<file path="src/logic/gb_consts.svh">
// bus widths, register addresses, fill bits, interrupt vectors
// and serial timing for the console glue
`ifndef GB_CONSTS_SVH
`define GB_CONSTS_SVH

`define GB_ADDR_W       16
`define GB_DATA_W       8

// single-word registers
`define ADDR_P1         16'hFF00
`define ADDR_SB         16'hFF01
`define ADDR_SC         16'hFF02
`define ADDR_IF         16'hFF0F
`define ADDR_SVBK       16'hFF70
`define ADDR_IE         16'hFFFF

// memory windows
`define ADDR_IRAM_LO    16'hC000 // internal ram incl. echo area
`define ADDR_IRAM_HI    16'hFE00 // first address past the echo
`define ADDR_ZP_LO      16'hFF80 // zero page up to fffe

// constant bits returned above the live register bits
`define IF_FILL         3'b111
`define IE_FILL         3'b000
`define SC_FILL         6'h3F
`define P1_FILL         2'b11
`define SVBK_FILL       5'h1F
`define UNMAPPED_DATA   8'hFF

// rst vectors put on the bus in an ack cycle
`define IRQ_VEC_VBLANK  8'h40
`define IRQ_VEC_LCD     8'h48
`define IRQ_VEC_TIMER   8'h50
`define IRQ_VEC_SERIAL  8'h58
`define IRQ_VEC_JOY     8'h60
`define IRQ_VEC_NONE    8'h55

`define SERIAL_DIV      512 // cpu clocks per bit, about 8 kHz
`define SERIAL_BITS     8

`endif

</file>
<file path="src/logic/bus_pkg.sv">
// address map types: bus word types and decoded region
`include "gb_consts.svh"

package bus_pkg;

	// cpu side bus words
	typedef logic [`GB_ADDR_W-1:0] addr_t;
	typedef logic [`GB_DATA_W-1:0] data_t;

	// --------------------------------------------------
	// decoded target of one cpu address
	// --------------------------------------------------
	typedef enum logic [3:0] {
		REG_NONE  = 4'd0, // unmapped, reads ff
		REG_P1    = 4'd1, // joypad select
		REG_SB    = 4'd2, // serial data, dummy
		REG_SC    = 4'd3, // serial control
		REG_IF    = 4'd4, // interrupt flags
		REG_IE    = 4'd5, // interrupt enable
		REG_SVBK  = 4'd6, // wram bank select
		REG_ZPRAM = 4'd7, // ff80..fffe
		REG_IRAM  = 4'd8  // c000..fdfff incl. echo
	} region_e;

endpackage

</file>
<file path="src/logic/cpu_bus_if.sv">
// one cpu access plus its decoded region, shared by all units
`timescale 1ns/10ps

interface cpu_bus_if;
	import bus_pkg::*;

	addr_t   addr;   // cpu address
	data_t   wdata;  // cpu write data
	logic    rd;     // read strobe, active high
	logic    wr;     // write strobe, active high
	region_e region; // decoded by io_bus_map

	// top side, drives the raw access
	modport host (
		output addr, wdata, rd, wr
	);

	// decoder, also watches the strobes
	modport map (
		input  addr, rd, wr,
		output region
	);

	// every resource on the bus
	modport unit (
		input addr, wdata, rd, wr, region
	);

endinterface

</file>
<file path="src/logic/serial_port.sv">
// dummy serial port: SC register, bit timer and done interrupt
`timescale 1ns/10ps
`include "gb_consts.svh"

module serial_port (
	input  logic           clk_cpu,
	input  logic           reset,
	cpu_bus_if.unit        bus,
	output bus_pkg::data_t rdata,
	output logic           serial_irq
);
	import bus_pkg::*;

	localparam int DIV_W = $clog2(`SERIAL_DIV);
	localparam int CNT_W = $clog2(`SERIAL_BITS + 1);

	logic             sc_start;      // transfer running
	logic             sc_shiftclock; // internal clock select
	logic [DIV_W-1:0] clk_div;       // one bit period
	logic [CNT_W-1:0] bit_cnt;       // bits left

	// --------------------------------------------------
	// no data moves, the transfer only times out
	// --------------------------------------------------
	always_ff @(posedge clk_cpu) begin
		if (reset) begin
			sc_start      <= 1'b0;
			sc_shiftclock <= 1'b0;
			serial_irq    <= 1'b0;
			clk_div       <= '0;
			bit_cnt       <= '0;
		end else begin
			serial_irq <= 1'b0; // one cycle strobe
			if (bus.wr && bus.region == REG_SC) begin
				sc_start      <= bus.wdata[7];
				sc_shiftclock <= bus.wdata[0];
				if (bus.wdata[7]) begin // start bit, arm timer
					clk_div <= DIV_W'(`SERIAL_DIV - 1);
					bit_cnt <= CNT_W'(`SERIAL_BITS);
				end
			end else if (sc_start && sc_shiftclock) begin
				clk_div <= clk_div - 1'b1; // wraps to full period
				if (clk_div == '0 && bit_cnt != '0)
					bit_cnt <= bit_cnt - 1'b1;
				if (bit_cnt == '0) begin
					serial_irq <= 1'b1;
					sc_start   <= 1'b0; // transfer done
					clk_div    <= DIV_W'(`SERIAL_DIV - 1);
					bit_cnt    <= CNT_W'(`SERIAL_BITS);
				end
			end
		end
	end

	assign rdata = {sc_start, `SC_FILL, sc_shiftclock};

	a_bit_cnt_range: assert property (@(posedge clk_cpu) disable iff (reset)
		bit_cnt <= `SERIAL_BITS);

endmodule

</file>
<file path="src/flat_wrapper.sv">
// flat-port wrapper written by rule: the top's interface ports become plain ports
module serial_port_flat import bus_pkg::*;
  (clk_cpu, reset, rdata, serial_irq, bus_addr, bus_wdata, bus_rd, bus_wr, bus_region);
  cpu_bus_if bus_i ();
  input  logic clk_cpu;
  input  logic reset;
  output bus_pkg::data_t rdata;
  output logic serial_irq;
  input wire logic [$bits(bus_i.addr)-1:0] bus_addr;
  input wire logic [$bits(bus_i.wdata)-1:0] bus_wdata;
  input wire logic [$bits(bus_i.rd)-1:0] bus_rd;
  input wire logic [$bits(bus_i.wr)-1:0] bus_wr;
  input wire logic [$bits(bus_i.region)-1:0] bus_region;
  assign bus_i.addr = bus_addr;
  assign bus_i.wdata = bus_wdata;
  assign bus_i.rd = bus_rd;
  assign bus_i.wr = bus_wr;
  assign bus_i.region = bus_region;
  serial_port u_core (.clk_cpu(clk_cpu), .reset(reset), .bus(bus_i), .rdata(rdata), .serial_irq(serial_irq));
endmodule
</file>
<file path="config.mk">
export PLATFORM = sky130hd
export DESIGN_NAME = serial_port_flat
export DESIGN_NICKNAME = d
export VERILOG_FILES = /design/src/logic/bus_pkg.sv /design/src/logic/cpu_bus_if.sv /design/src/logic/serial_port.sv /design/src/flat_wrapper.sv
export VERILOG_INCLUDE_DIRS = /design/src /design/src/logic
export SDC_FILE = /design/constraint.sdc
export NUM_CORES = 1
export LEC_CHECK = 0
export ABC_AREA = 0
export ABC_CLOCK_PERIOD_IN_PS = 2100
export BUFFER_PORTS_ARGS = -buffer_cell sky130_fd_sc_hd__buf_4
export CAP_MARGIN = 20
export CORE_MARGIN = 3
export CORE_UTILIZATION = 36
export DETAILED_ROUTE_END_ITERATION = 10
export GPL_TIMING_DRIVEN = 0
export MAX_ROUTING_LAYER = met4
export PLACE_DENSITY_LB_ADDON = 0.1
export SETUP_SLACK_MARGIN = 0.05
export SYNTH_ARGS = -nofsm -noshare
export SYNTH_HDL_FRONTEND = slang
export SYNTH_SLANG_ARGS = --single-unit
export TNS_END_PERCENT = 5
</file>
<file path="constraint.sdc">
create_clock -name clk_cpu -period 2.1 [get_ports clk_cpu]
set_input_delay 0.42 -clock clk_cpu [delete_from_list [all_inputs] [get_ports clk_cpu]]
set_output_delay 0.42 -clock clk_cpu [all_outputs]
set_load 0.05 [all_outputs]
</file>
* Word level (Yosys, flattened, before mapping)
Cells that the tools add are included.
Word-level totals: flip-flop bits (word level) 16, input port bits 32, output and inout bits 9, logic and storage cells 36
Cells by class: add/sub/neg operators 2, eq/ne operators 2, mux-type cells 13, bitwise logic cells 1, reduce and logical (&&, ||, !) cells 13
Operator list (number):
- $mux 9 | 4
- $mux 4 | 5
- $logic_not 9->1 | 1
- $sub 9x1->9 const B | 1
- $eq 4x2->1 const B | 1
- $logic_not 4->1 | 1
- $mux 1 | 4
- $reduce_and 2->1 | 2
- $reduce_bool 2->1 | 2
- $reduce_bool 4->1 | 1
- $sub 4x1->4 const B | 1
- $logic_and 1x1->1 | 3
- $reduce_and 3->1 | 1
- $reduce_bool 3->1 | 1
- $reduce_or 3->1 | 1
- $ne 2x2->1 const B | 1
- $not 1->1 | 1

* Logic depth before layout (Yosys ltp)
Gate-level depths: netlist of run 1.
word-level depth 6, depth in mapped cells 7, depth with buffers taken out 6

* Worst setup path before layout of run 1
No wires, ideal clock.
path type reg2reg, from register u_core.clk_div[0], to register u_core.bit_cnt[1], setup time 0.070 ns, arrival time 1.794 ns, slack 0.235 ns, cell stages (with the launch flop) 8, path buffers 1, path through dfxtp_1 -> inv_1 -> ha_1 -> or3b_1 -> buf_2 -> o31a_1 -> or4_1 -> a21oi_1
Between the ends: word-level cells in the longest chain between the ends 4
RTL lines:
- start, declared | RTL line serial_port.sv:19 | logic [DIV_W-1:0] clk_div;
- start signal, assigned | RTL line serial_port.sv:38 | clk_div <= DIV_W'(`SERIAL_DIV - 1);
- start signal, assigned | RTL line serial_port.sv:42 | clk_div <= clk_div - 1'b1;
- start signal, assigned | RTL line serial_port.sv:48 | clk_div <= DIV_W'(`SERIAL_DIV - 1);
- $logic_not 9->1 | RTL line serial_port.sv:43 | if (clk_div == '0 && bit_cnt != '0)
- $logic_and 1x1->1 | RTL line serial_port.sv:43
- $reduce_bool 3->1 (no line)
- $reduce_and 3->1 (no line)
- end signal, assigned | RTL line serial_port.sv:39 | bit_cnt <= CNT_W'(`SERIAL_BITS);
- end signal, assigned | RTL line serial_port.sv:44 | bit_cnt <= bit_cnt - 1'b1;
- end signal, assigned | RTL line serial_port.sv:49 | bit_cnt <= CNT_W'(`SERIAL_BITS);
- end, declared | RTL line serial_port.sv:20 | logic [CNT_W-1:0] bit_cnt;
Every way passes these cells. A chain may end at the register's enable or synchronous reset.

* Final worst setup path of run 1
Ends and elaborated chain as after synthesis.

==> metrics.txt, run 1 <==
status=finished, final reports clean; Highest Clock Rate=between 400 and 500 MHz; minimum clock period=2.04 ns; first-pass GRT wire length=approximately 3.9 mm; Max Transition Viols Final=0; routed wire length=2.35 mm; Initial DRT Pass Iterations=4; crit path max fanout=7; Critical Path Source Type=register; Post-CTS Hold Fix Bufs=0; most common cell after layout, fill and taps aside=buf_4; largest buffer count on any clock path=2; TritonCTS clock tree=yes; fin crit share=97.2%; Skew-Pair Late Insertion Delay=around 0.3 ns; Rel. slew slack=52.7%; top cell type's share of synthesized area=33.1%; Via density=5.66; Max IR drop VDD=0.457 mV; WP data arrival=around 2.3 ns; GP Congestion=0.804; largest net degree at the start of global routing=11; measured slew at the worst slew-check pin=between 0.7 and 0.8 ns; layout cell share with drive strength beyond 1=around a fifth; CTS sink count=16; WL met2=1.13 mm; n_diodes=0; PD cells=about 500 mW/mm^2; H-tree depth=1; ys flop type=dfxtp_1; remaining global-route overflow=0; DRC viols=0; Die Y=57.8 um; # setup viols final=0; Clock Skews=0.0160 ns; most area-hungry cell type in the Yosys netlist=dfxtp_1; Yosys reg bits=16; port bufs=9; clock root buffer=clkbuf_4; routed len/inst=14.4 um; Post-CTS Setup Bufs=0; commonest cells after routing, fill and taps aside=buf_4 (17), dfxtp_1 (16), a21oi_1 (10), inv_1 (6), conb_1 (6); initial drt markers=24; Fin. Hold Viols=0; worst hold path type=input pin to register; Post-DP HPWL=roughly 1.6 mm; Worst EP required=~2.3 ns; max_cap viols=0; final worst setup slack=0.0585 ns; Syn Inst Count=around 120; metal3 WL=141 um; Tot GR Track Use=between 15 and 20%; worst slack, placed=0.0867 ns; Cell Area, Synth=slightly below 0.001 mm^2; antenna viol nets, final=0; synth warn=0; vias in the first global route=881; top cells by area, synth=dfxtp_1 (33%), buf_4 (6.2%), a21oi_1 (5.2%); Post-synth EDFFs=0; row count=18; core area=0.00252 mm^2; cell area after placement=between 0.001 and 0.0015 mm^2; Setup crit end kind=register; sequential area share after synthesis=roughly a third; Pleak=approximately 0.44 nW; DR vias=922; Setup Total Neg Slack=0 ns; IO Count=41; CTS Buf Count=3; kind of critical path=register to register; RSZ-0062 raised after global routing=true; Die Area=0.00334 mm^2; Initial Util=about two fifths; Clock transition at path regs=0.11 ns; nets=between 150 and 200; Mean Syn Cell Area=8.34 um^2; met1 WL=roughly 1.1 mm; P&R area growth vs syn=16.6%; Netlist cell types=41; post-route cell area=0.00113 mm^2; initial antenna violation count=0; top sig layer=met4; post-cts resize count=0; die width=57.8 um; Async S/R FF share, synth=0%
## flip-flops by register name, summed over array words and instances, names as in the netlist
signal and flops:
u_core.sc_shiftclock 1, u_core.sc_start 1, u_core.bit_cnt 4, u_core.serial_irq 1, u_core.clk_div 9
## final cells by class
| cell class | instances | area (um^2) |
|---|---|---|
| Fill cell | 258 | 1400 |
| Multi-Input combinational cell | 84 | 568 |
| Sequential cell | 16 | 320 |
| Buffer | 14 | 85.1 |
| Timing Repair Buffer | 9 | 67.6 |
| Tap cell | 30 | 37.5 |
| Inverter | 7 | 26.3 |
| Clock buffer | 3 | 22.5 |
## cells in the mapped netlist, types with 2 or more instances
master	n
dfxtp_1	16
a21oi_1	10
buf_4	8
inv_1	6
a211oi_1	5
nand2_1	5
nor2_1	5
clkbuf_1	4
nand3_1	4
nor3_1	4
a31oi_1	3
and3_1	3
ha_1	3
o211ai_1	3
o21a_1	3
a2bb2oi_1	2
a311oi_1	2
and4_1	2
buf_2	2
nor3b_1	2
o21ai_0	2
o31ai_1	2
or3b_1	2
## metrics by stage
step / cells / hold WS, ns / util (%) / power [mW]
after floorplan: 121 / 0.467 / - / 0.380
after global placement: 160 / 0.488 / 43.3 / 0.397
after detailed placement: 160 / 0.500 / 43.3 / 0.398
after CTS: 163 / 0.380 / 44.1 / 0.567
after global routing: 163 / 0.379 / 44.7 / 0.584
final: 163 / 0.375 / 44.7 / 0.563
## worst paths after layout
path | end | slack [ns] | cells after the start | start
max | u_core.bit_cnt[1] | 0.06 | 7 | u_core.clk_div[0]
min | u_core.sc_shiftclock | 0.38 | 3 | bus_wdata[0]
max reg2reg | u_core.bit_cnt[1] | 0.06 | 7 | u_core.clk_div[0]
min reg2reg | u_core.clk_div[0] | 0.52 | 1 | u_core.clk_div[0]
## layer usage
metal	GRT usage (%)	vias up
met5	-	-
met4	3.64	0
met3	4.68	2
met2	26.1	29
met1	17.9	429
li1	-	462
## cells by family (layout without fill, tap and decap cells)
logic type,Yosys count,count (layout),share of synthesized area (%)
DFF,16,16,33.1
other,1,6,0.388
and+or+nand+nor,35,35,22.1
buffers and inverters,21,33,11.5
adders and majority gates,3,3,3.88
AOI/OAI and AO/OA,40,40,29.0
## critical path: stages, from the launching register on
cell,delay [ns]
dfxtp_1,0.35
inv_1,0.06
ha_1,0.18
or3b_1,0.36
buf_2,0.18
o31a_1,0.31
or4_1,0.41
a21oi_1,0.13
## where the power goes
| part | total (mW) | internal (mW) | switching (mW) |
|---|---|---|---|
| sequential | 0.309 | 0.306 | 0.00319 |
| combinational | 0.0836 | 0.0307 | 0.0529 |
| clock | 0.170 | 0.0667 | 0.103 |
Power figures use the tool's default switching activity.
==> run 2, diff against run 1 <==
--- a/config.mk
+++ b/config.mk
@@ -13,4 +13,5 @@
 export CORE_MARGIN = 3
 export CORE_UTILIZATION = 36
+export CTS_BUF_LIST = sky130_fd_sc_hd__clkbuf_8 sky130_fd_sc_hd__clkbuf_16
 export DETAILED_ROUTE_END_ITERATION = 10
 export GPL_TIMING_DRIVEN = 0
@@ -21,3 +22,2 @@
 export SYNTH_HDL_FRONTEND = slang
 export SYNTH_SLANG_ARGS = --single-unit
-export TNS_END_PERCENT = 5
==> constraint.sdc (replaced) <==
create_clock -name clk_cpu -period 2.1 [get_ports clk_cpu]
set_input_delay 0.42 -clock clk_cpu [delete_from_list [all_inputs] [get_ports clk_cpu]]
set_output_delay 0.42 -clock clk_cpu [all_outputs]
set_load 0.01 [all_outputs]
==> metrics.txt, run 2 (synthesis results as in run 1) <==
commonest cells after routing, fill and taps aside=buf_4 (18), dfxtp_1 (16), a21oi_1 (9), inv_1 (6), conb_1 (6); # setup viols final=0 (unchanged); Reg2Reg Depth=7 (unchanged); nets=170 (unchanged); Setup crit end kind=register; Setup Total Neg Slack=0 ns (unchanged); H-tree depth=1 (unchanged); Tot GR Track Use=15.5% (+0.095 points); WP data arrival=2.16 ns (-0.10 ns); routed len/inst=14.3 um (-0.85%); Pleak=0.445 nW (+1.9%); Post-DP HPWL=1.63 mm (unchanged); DR vias=911 (-1.2%); Initial Util=38.3% (unchanged); remaining global-route overflow=0 (unchanged); final worst setup slack=0.118 ns (+0.0593 ns); GP Congestion=0.804 (unchanged); Largest Register=u_core.clk_div; minimum clock period=1.98 ns (-0.0593 ns); Critical path origin=u_core.clk_div[0]; Rel. slew slack=51.3% (-1.4 points); PD cells=527 mW/mm^2 (+5.4%); Layout Utilization=45.9% (+1.2 points); kind of critical path=register to register; Worst Setup EP=u_core.bit_cnt[1]; antenna viol nets, final=0 (unchanged); n_diodes=0 (unchanged); routed wire length=2.33 mm (-0.85%); Max Transition Viols Final=0 (unchanged); status=finished, final reports clean; Worst R2R End=u_core.bit_cnt[1]; fillers=252 (-2.3%); max_cap viols=0 (unchanged); TritonCTS clock tree=yes; Post-CTS Hold Fix Bufs=0 (unchanged); worst slack, placed=0.0867 ns (unchanged); Worst EP required=2.28 ns (-0.04 ns); port bufs=9 (unchanged); fin crit share=94.4% (-2.8 points); Critical Path Source Type=register; row count=18 (unchanged); IO Count=41 (unchanged); vias in the first global route=877 (-0.45%); Post-CTS Setup Bufs=0 (unchanged); worst hold path type=input pin to register; Clock transition at path regs=0.07 ns (-0.04 ns); Fin. Hold Viols=0 (unchanged); crit path max fanout=7 (unchanged); clock root buffer=clkbuf_8; CTS sink count=16 (unchanged); Skew-Pair Late Insertion Delay=0.25 ns (-0.05 ns); Highest Clock Rate=504 MHz (+3.0%); largest net degree at the start of global routing=11 (unchanged); RSZ-0062 raised after global routing=false; CTS Buf Count=3 (unchanged); first-pass GRT wire length=3.86 mm (unchanged); post-cts resize count=0 (unchanged); Max IR drop VDD=0.435 mV (-4.8%); core area=0.00252 mm^2 (unchanged); r2r setup slk=0.12 ns (+0.06 ns); Initial DRT Pass Iterations=4 (unchanged); Regs by FF count=u_core.clk_div: 9 flops, u_core.bit_cnt: 4 flops; Die Y=57.8 um (unchanged); Critical R2R Launch=u_core.clk_div[0]; largest buffer count on any clock path=2 (unchanged); max reg flops=9 (unchanged); layout cell share with drive strength beyond 1=21.8% (+2.3 points); Clock Skews=0.0111 ns (-0.00493 ns); most common cell after layout, fill and taps aside=buf_4; initial antenna violation count=0 (unchanged); measured slew at the worst slew-check pin=0.725 ns (+0.0204 ns); initial drt markers=15 (-38%); P&R area growth vs syn=19.8%; Via density=5.59 (-1.2%); Die Area=0.00334 mm^2 (unchanged); DRC viols=0 (unchanged); die width=57.8 um (unchanged)
==> run 2: cell counts in the layout (fill, tap and decap cells not counted) <==
No cell type changed its count.
==> run 2: through the flow <==
step | area, um^2 | total power [mW] | instances | hold WS, ns
final | 1160 | 0.610 | 163 | 0.426
after global routing | 1160 | 0.634 | 163 | 0.432
after CTS | 1130 | 0.615 | 163 | 0.428
after detailed placement | 1090 | 0.378 | 160 | 0.500
after global placement | 1090 | 0.377 | 160 | 0.488
after floorplan | 986 | 0.359 | 121 | 0.467
==> run 2: area by class of cell <==
| cell class | count | area [um^2] | area share [%] |
|---|---|---|---|
| Buffer | 14 | 87.6 | 7.56 |
| Clock buffer | 3 | 41.3 | 3.56 |
| Inverter | 7 | 26.3 | 2.27 |
| Multi-Input combinational cell | 84 | 578 | 49.9 |
| Sequential cell | 16 | 320 | 27.6 |
| Tap cell | 30 | 37.5 | 3.24 |
| Timing Repair Buffer | 9 | 67.6 | 5.83 |
==> run 2: how the worst min path moves through the flow <==
stage                      startpoint                   end  slack (ns)  depth (start not counted)
global route             bus_wdata[0]  u_core.sc_shiftclock        0.43                          3
CTS                      bus_wdata[0]  u_core.sc_shiftclock        0.43                          3
detailed placement  u_core.clk_div[8]     u_core.clk_div[8]        0.50                          2
floorplan           u_core.clk_div[0]     u_core.clk_div[0]        0.47                          1
finish                   bus_wdata[0]  u_core.sc_shiftclock        0.43                          3
global placement    u_core.clk_div[8]     u_core.clk_div[8]        0.49                          2
==> run 2: layer usage <==
layer	routed length (um)	up-vias	share of wire [%]	track usage, %
met4	17	0	0.73	4.64
met1	1080	424	46	17.7
met2	1150	21	49	26.1
met3	85	2	3.6	4.68
met5	0	-	0	-
li1	-	464	-	-
==> run 2: power breakdown <==
group          switching, mW  internal (mW)  total, mW
clock network          0.109          0.127      0.236
registers            0.00320          0.306      0.310
logic                 0.0332         0.0309     0.0641
==> run 2: critical path, cell delays in order, from the launching register on <==
cell,delay [ns]
dfxtp_1,0.34
inv_1,0.07
ha_2,0.18
or3b_1,0.35
buf_4,0.17
o31a_1,0.27
or4_4,0.42
a21oi_2,0.11
==> run 3, diff against run 2 <==
- CTS_BUF_LIST: sky130_fd_sc_hd__clkbuf_8 sky130_fd_sc_hd__clkbuf_16 -> sky130_fd_sc_hd__clkbuf_16
- PLACE_DENSITY: default -> 0.6
- PLACE_DENSITY_LB_ADDON: 0.1 -> default
==> metrics.txt, run 3 (synthesis results as in run 1) <==
crit path max fanout=7 (unchanged); Initial DRT Pass Iterations=4 (unchanged); Placed Cells=160 (unchanged); core area=0.00252 mm^2 (unchanged); clock root buffer=clkbuf_16; final worst setup slack=0.121 ns (+0.00270 ns); Setup crit end kind=register; Critical Path Source Type=register; max reg flops=9 (unchanged); largest net degree at the start of global routing=11 (unchanged); Clock transition at path regs=0.05 ns (-0.02 ns); Post-DP HPWL=1.62 mm (-1.0%); P&R area growth vs syn=25.7%; max_cap viols=0 (unchanged); status=finished, final reports clean; nets=172 (+1.2%); fin crit share=94.3% (-0.13 points); TritonCTS clock tree=yes; most common cell after layout, fill and taps aside=buf_4; measured slew at the worst slew-check pin=0.683 ns (-0.0428 ns); Post-CTS Hold Fix Bufs=0 (unchanged); routed len/inst=13.8 um (-3.7%); Fin. Hold Viols=0 (unchanged); routed wire length=2.29 mm (-1.9%); post-route cell area=0.00122 mm^2 (+5.0%); kind of critical path=register to register; HP Start=bus_wdata[0]; port bufs=9 (unchanged); antenna viol nets, final=0 (unchanged); vias in the first global route=868 (-1.0%); Max IR drop VDD=0.473 mV (+8.6%); Critical R2R Launch=u_core.clk_div[0]; Hold Path Stages=3 (unchanged); die width=57.8 um (unchanged); GP Congestion=0.839 (+4.4%); minimum clock period=1.98 ns (-0.00270 ns); n_diodes=0 (unchanged); Worst EP required=2.28 ns (about the same); Reg2Reg Depth=7 (unchanged); Regs by FF count=u_core.clk_div: 9 flops, u_core.bit_cnt: 4 flops; Largest Register=u_core.clk_div; initial antenna violation count=0 (unchanged); row count=18 (unchanged); remaining global-route overflow=0 (unchanged); Die Y=57.8 um (unchanged); DRC viols=0 (unchanged); initial drt markers=15 (unchanged); cell area after placement=0.00109 mm^2 (unchanged); WP data arrival=2.16 ns (about the same); CTS Buf Count=3 (unchanged); commonest cells after routing, fill and taps aside=buf_4 (19), dfxtp_1 (15), a21oi_1 (9), inv_1 (6), conb_1 (6); Skew-Pair Late Insertion Delay=0.25 ns (about the same); Die Area=0.00334 mm^2 (unchanged); IO Count=41 (unchanged); Via density=5.58 (about the same); Max Transition Viols Final=0 (unchanged); Rel. slew slack=54.2% (+2.9 points); Layout Utilization=48.2% (+2.3 points); Clock Skews=0.00301 ns (-0.00807 ns); DR vias=927 (+1.8%); CTS sink count=16 (unchanged); H-tree depth=1 (unchanged); worst hold path type=input pin to register; Critical path origin=u_core.clk_div[0]; Pleak=0.475 nW (+6.6%); PD cells=620 mW/mm^2 (+18%); hold_ws=0.434 ns (+0.00805 ns); Tot GR Track Use=15.4% (-0.11 points); Initial Util=38.3% (unchanged); largest buffer count on any clock path=2 (unchanged); # setup viols final=0 (unchanged); Highest Clock Rate=505 MHz (+0.14%); worst slack, placed=0.0967 ns (+0.0100 ns); first-pass GRT wire length=3.81 mm (-1.3%); non-filler cells, final=166 (+1.8%); Tot Pwr=0.754 mW (+24%); RSZ-0062 raised after global routing=false; layout cell share with drive strength beyond 1=23.5% (+1.7 points); Setup Total Neg Slack=0 ns (unchanged)
[run 3: worst paths after layout]
check / to / slack [ns]
setup / recovery: u_core.bit_cnt[1] / 0.12
hold / removal: u_core.sc_shiftclock / 0.43
setup reg to reg: u_core.bit_cnt[1] / 0.12
hold reg to reg: u_core.clk_div[0] / 0.46
[run 3: layout make-up]
class	instances	area, um^2
Inverter	7	26.3
Multi-Input combinational cell	84	578
Timing Repair Buffer	11	82.6
Sequential cell	16	322
Fill cell	251	1310
Clock buffer	3	75.1
Clock inverter	1	3.75
Buffer	14	91.3
Tap cell	30	37.5
[run 3: report_power, final]
part	internal (mW)	switching, mW
Clock	0.253	0.126
Sequential	0.307	0.00318
Combinational	0.0316	0.0328
[run 3: critical path, cell delays in order (launching register included)]
cell	delay, ns
dfxtp_2	0.33
inv_1	0.06
ha_2	0.18
or3b_1	0.36
buf_6	0.15
o31a_1	0.27
or4_4	0.42
a21oi_2	0.14
[run 3: layer usage]
metal / track usage, % / wire length, um
met1: 17.8 / 1090
met2: 24.5 / 1070
met3: 4.01 / 76
met4: 7.95 / 53
met5: - / 0
[run 3: what timing repair did]
| item | CTS | global route |
|---|---|---|
| setup buffers | 0 | 2 |
| setup endpoints to repair | 0 | 5 |
| gates resized for setup | 0 | 9 |
| hold endpoints to repair | 0 | 0 |
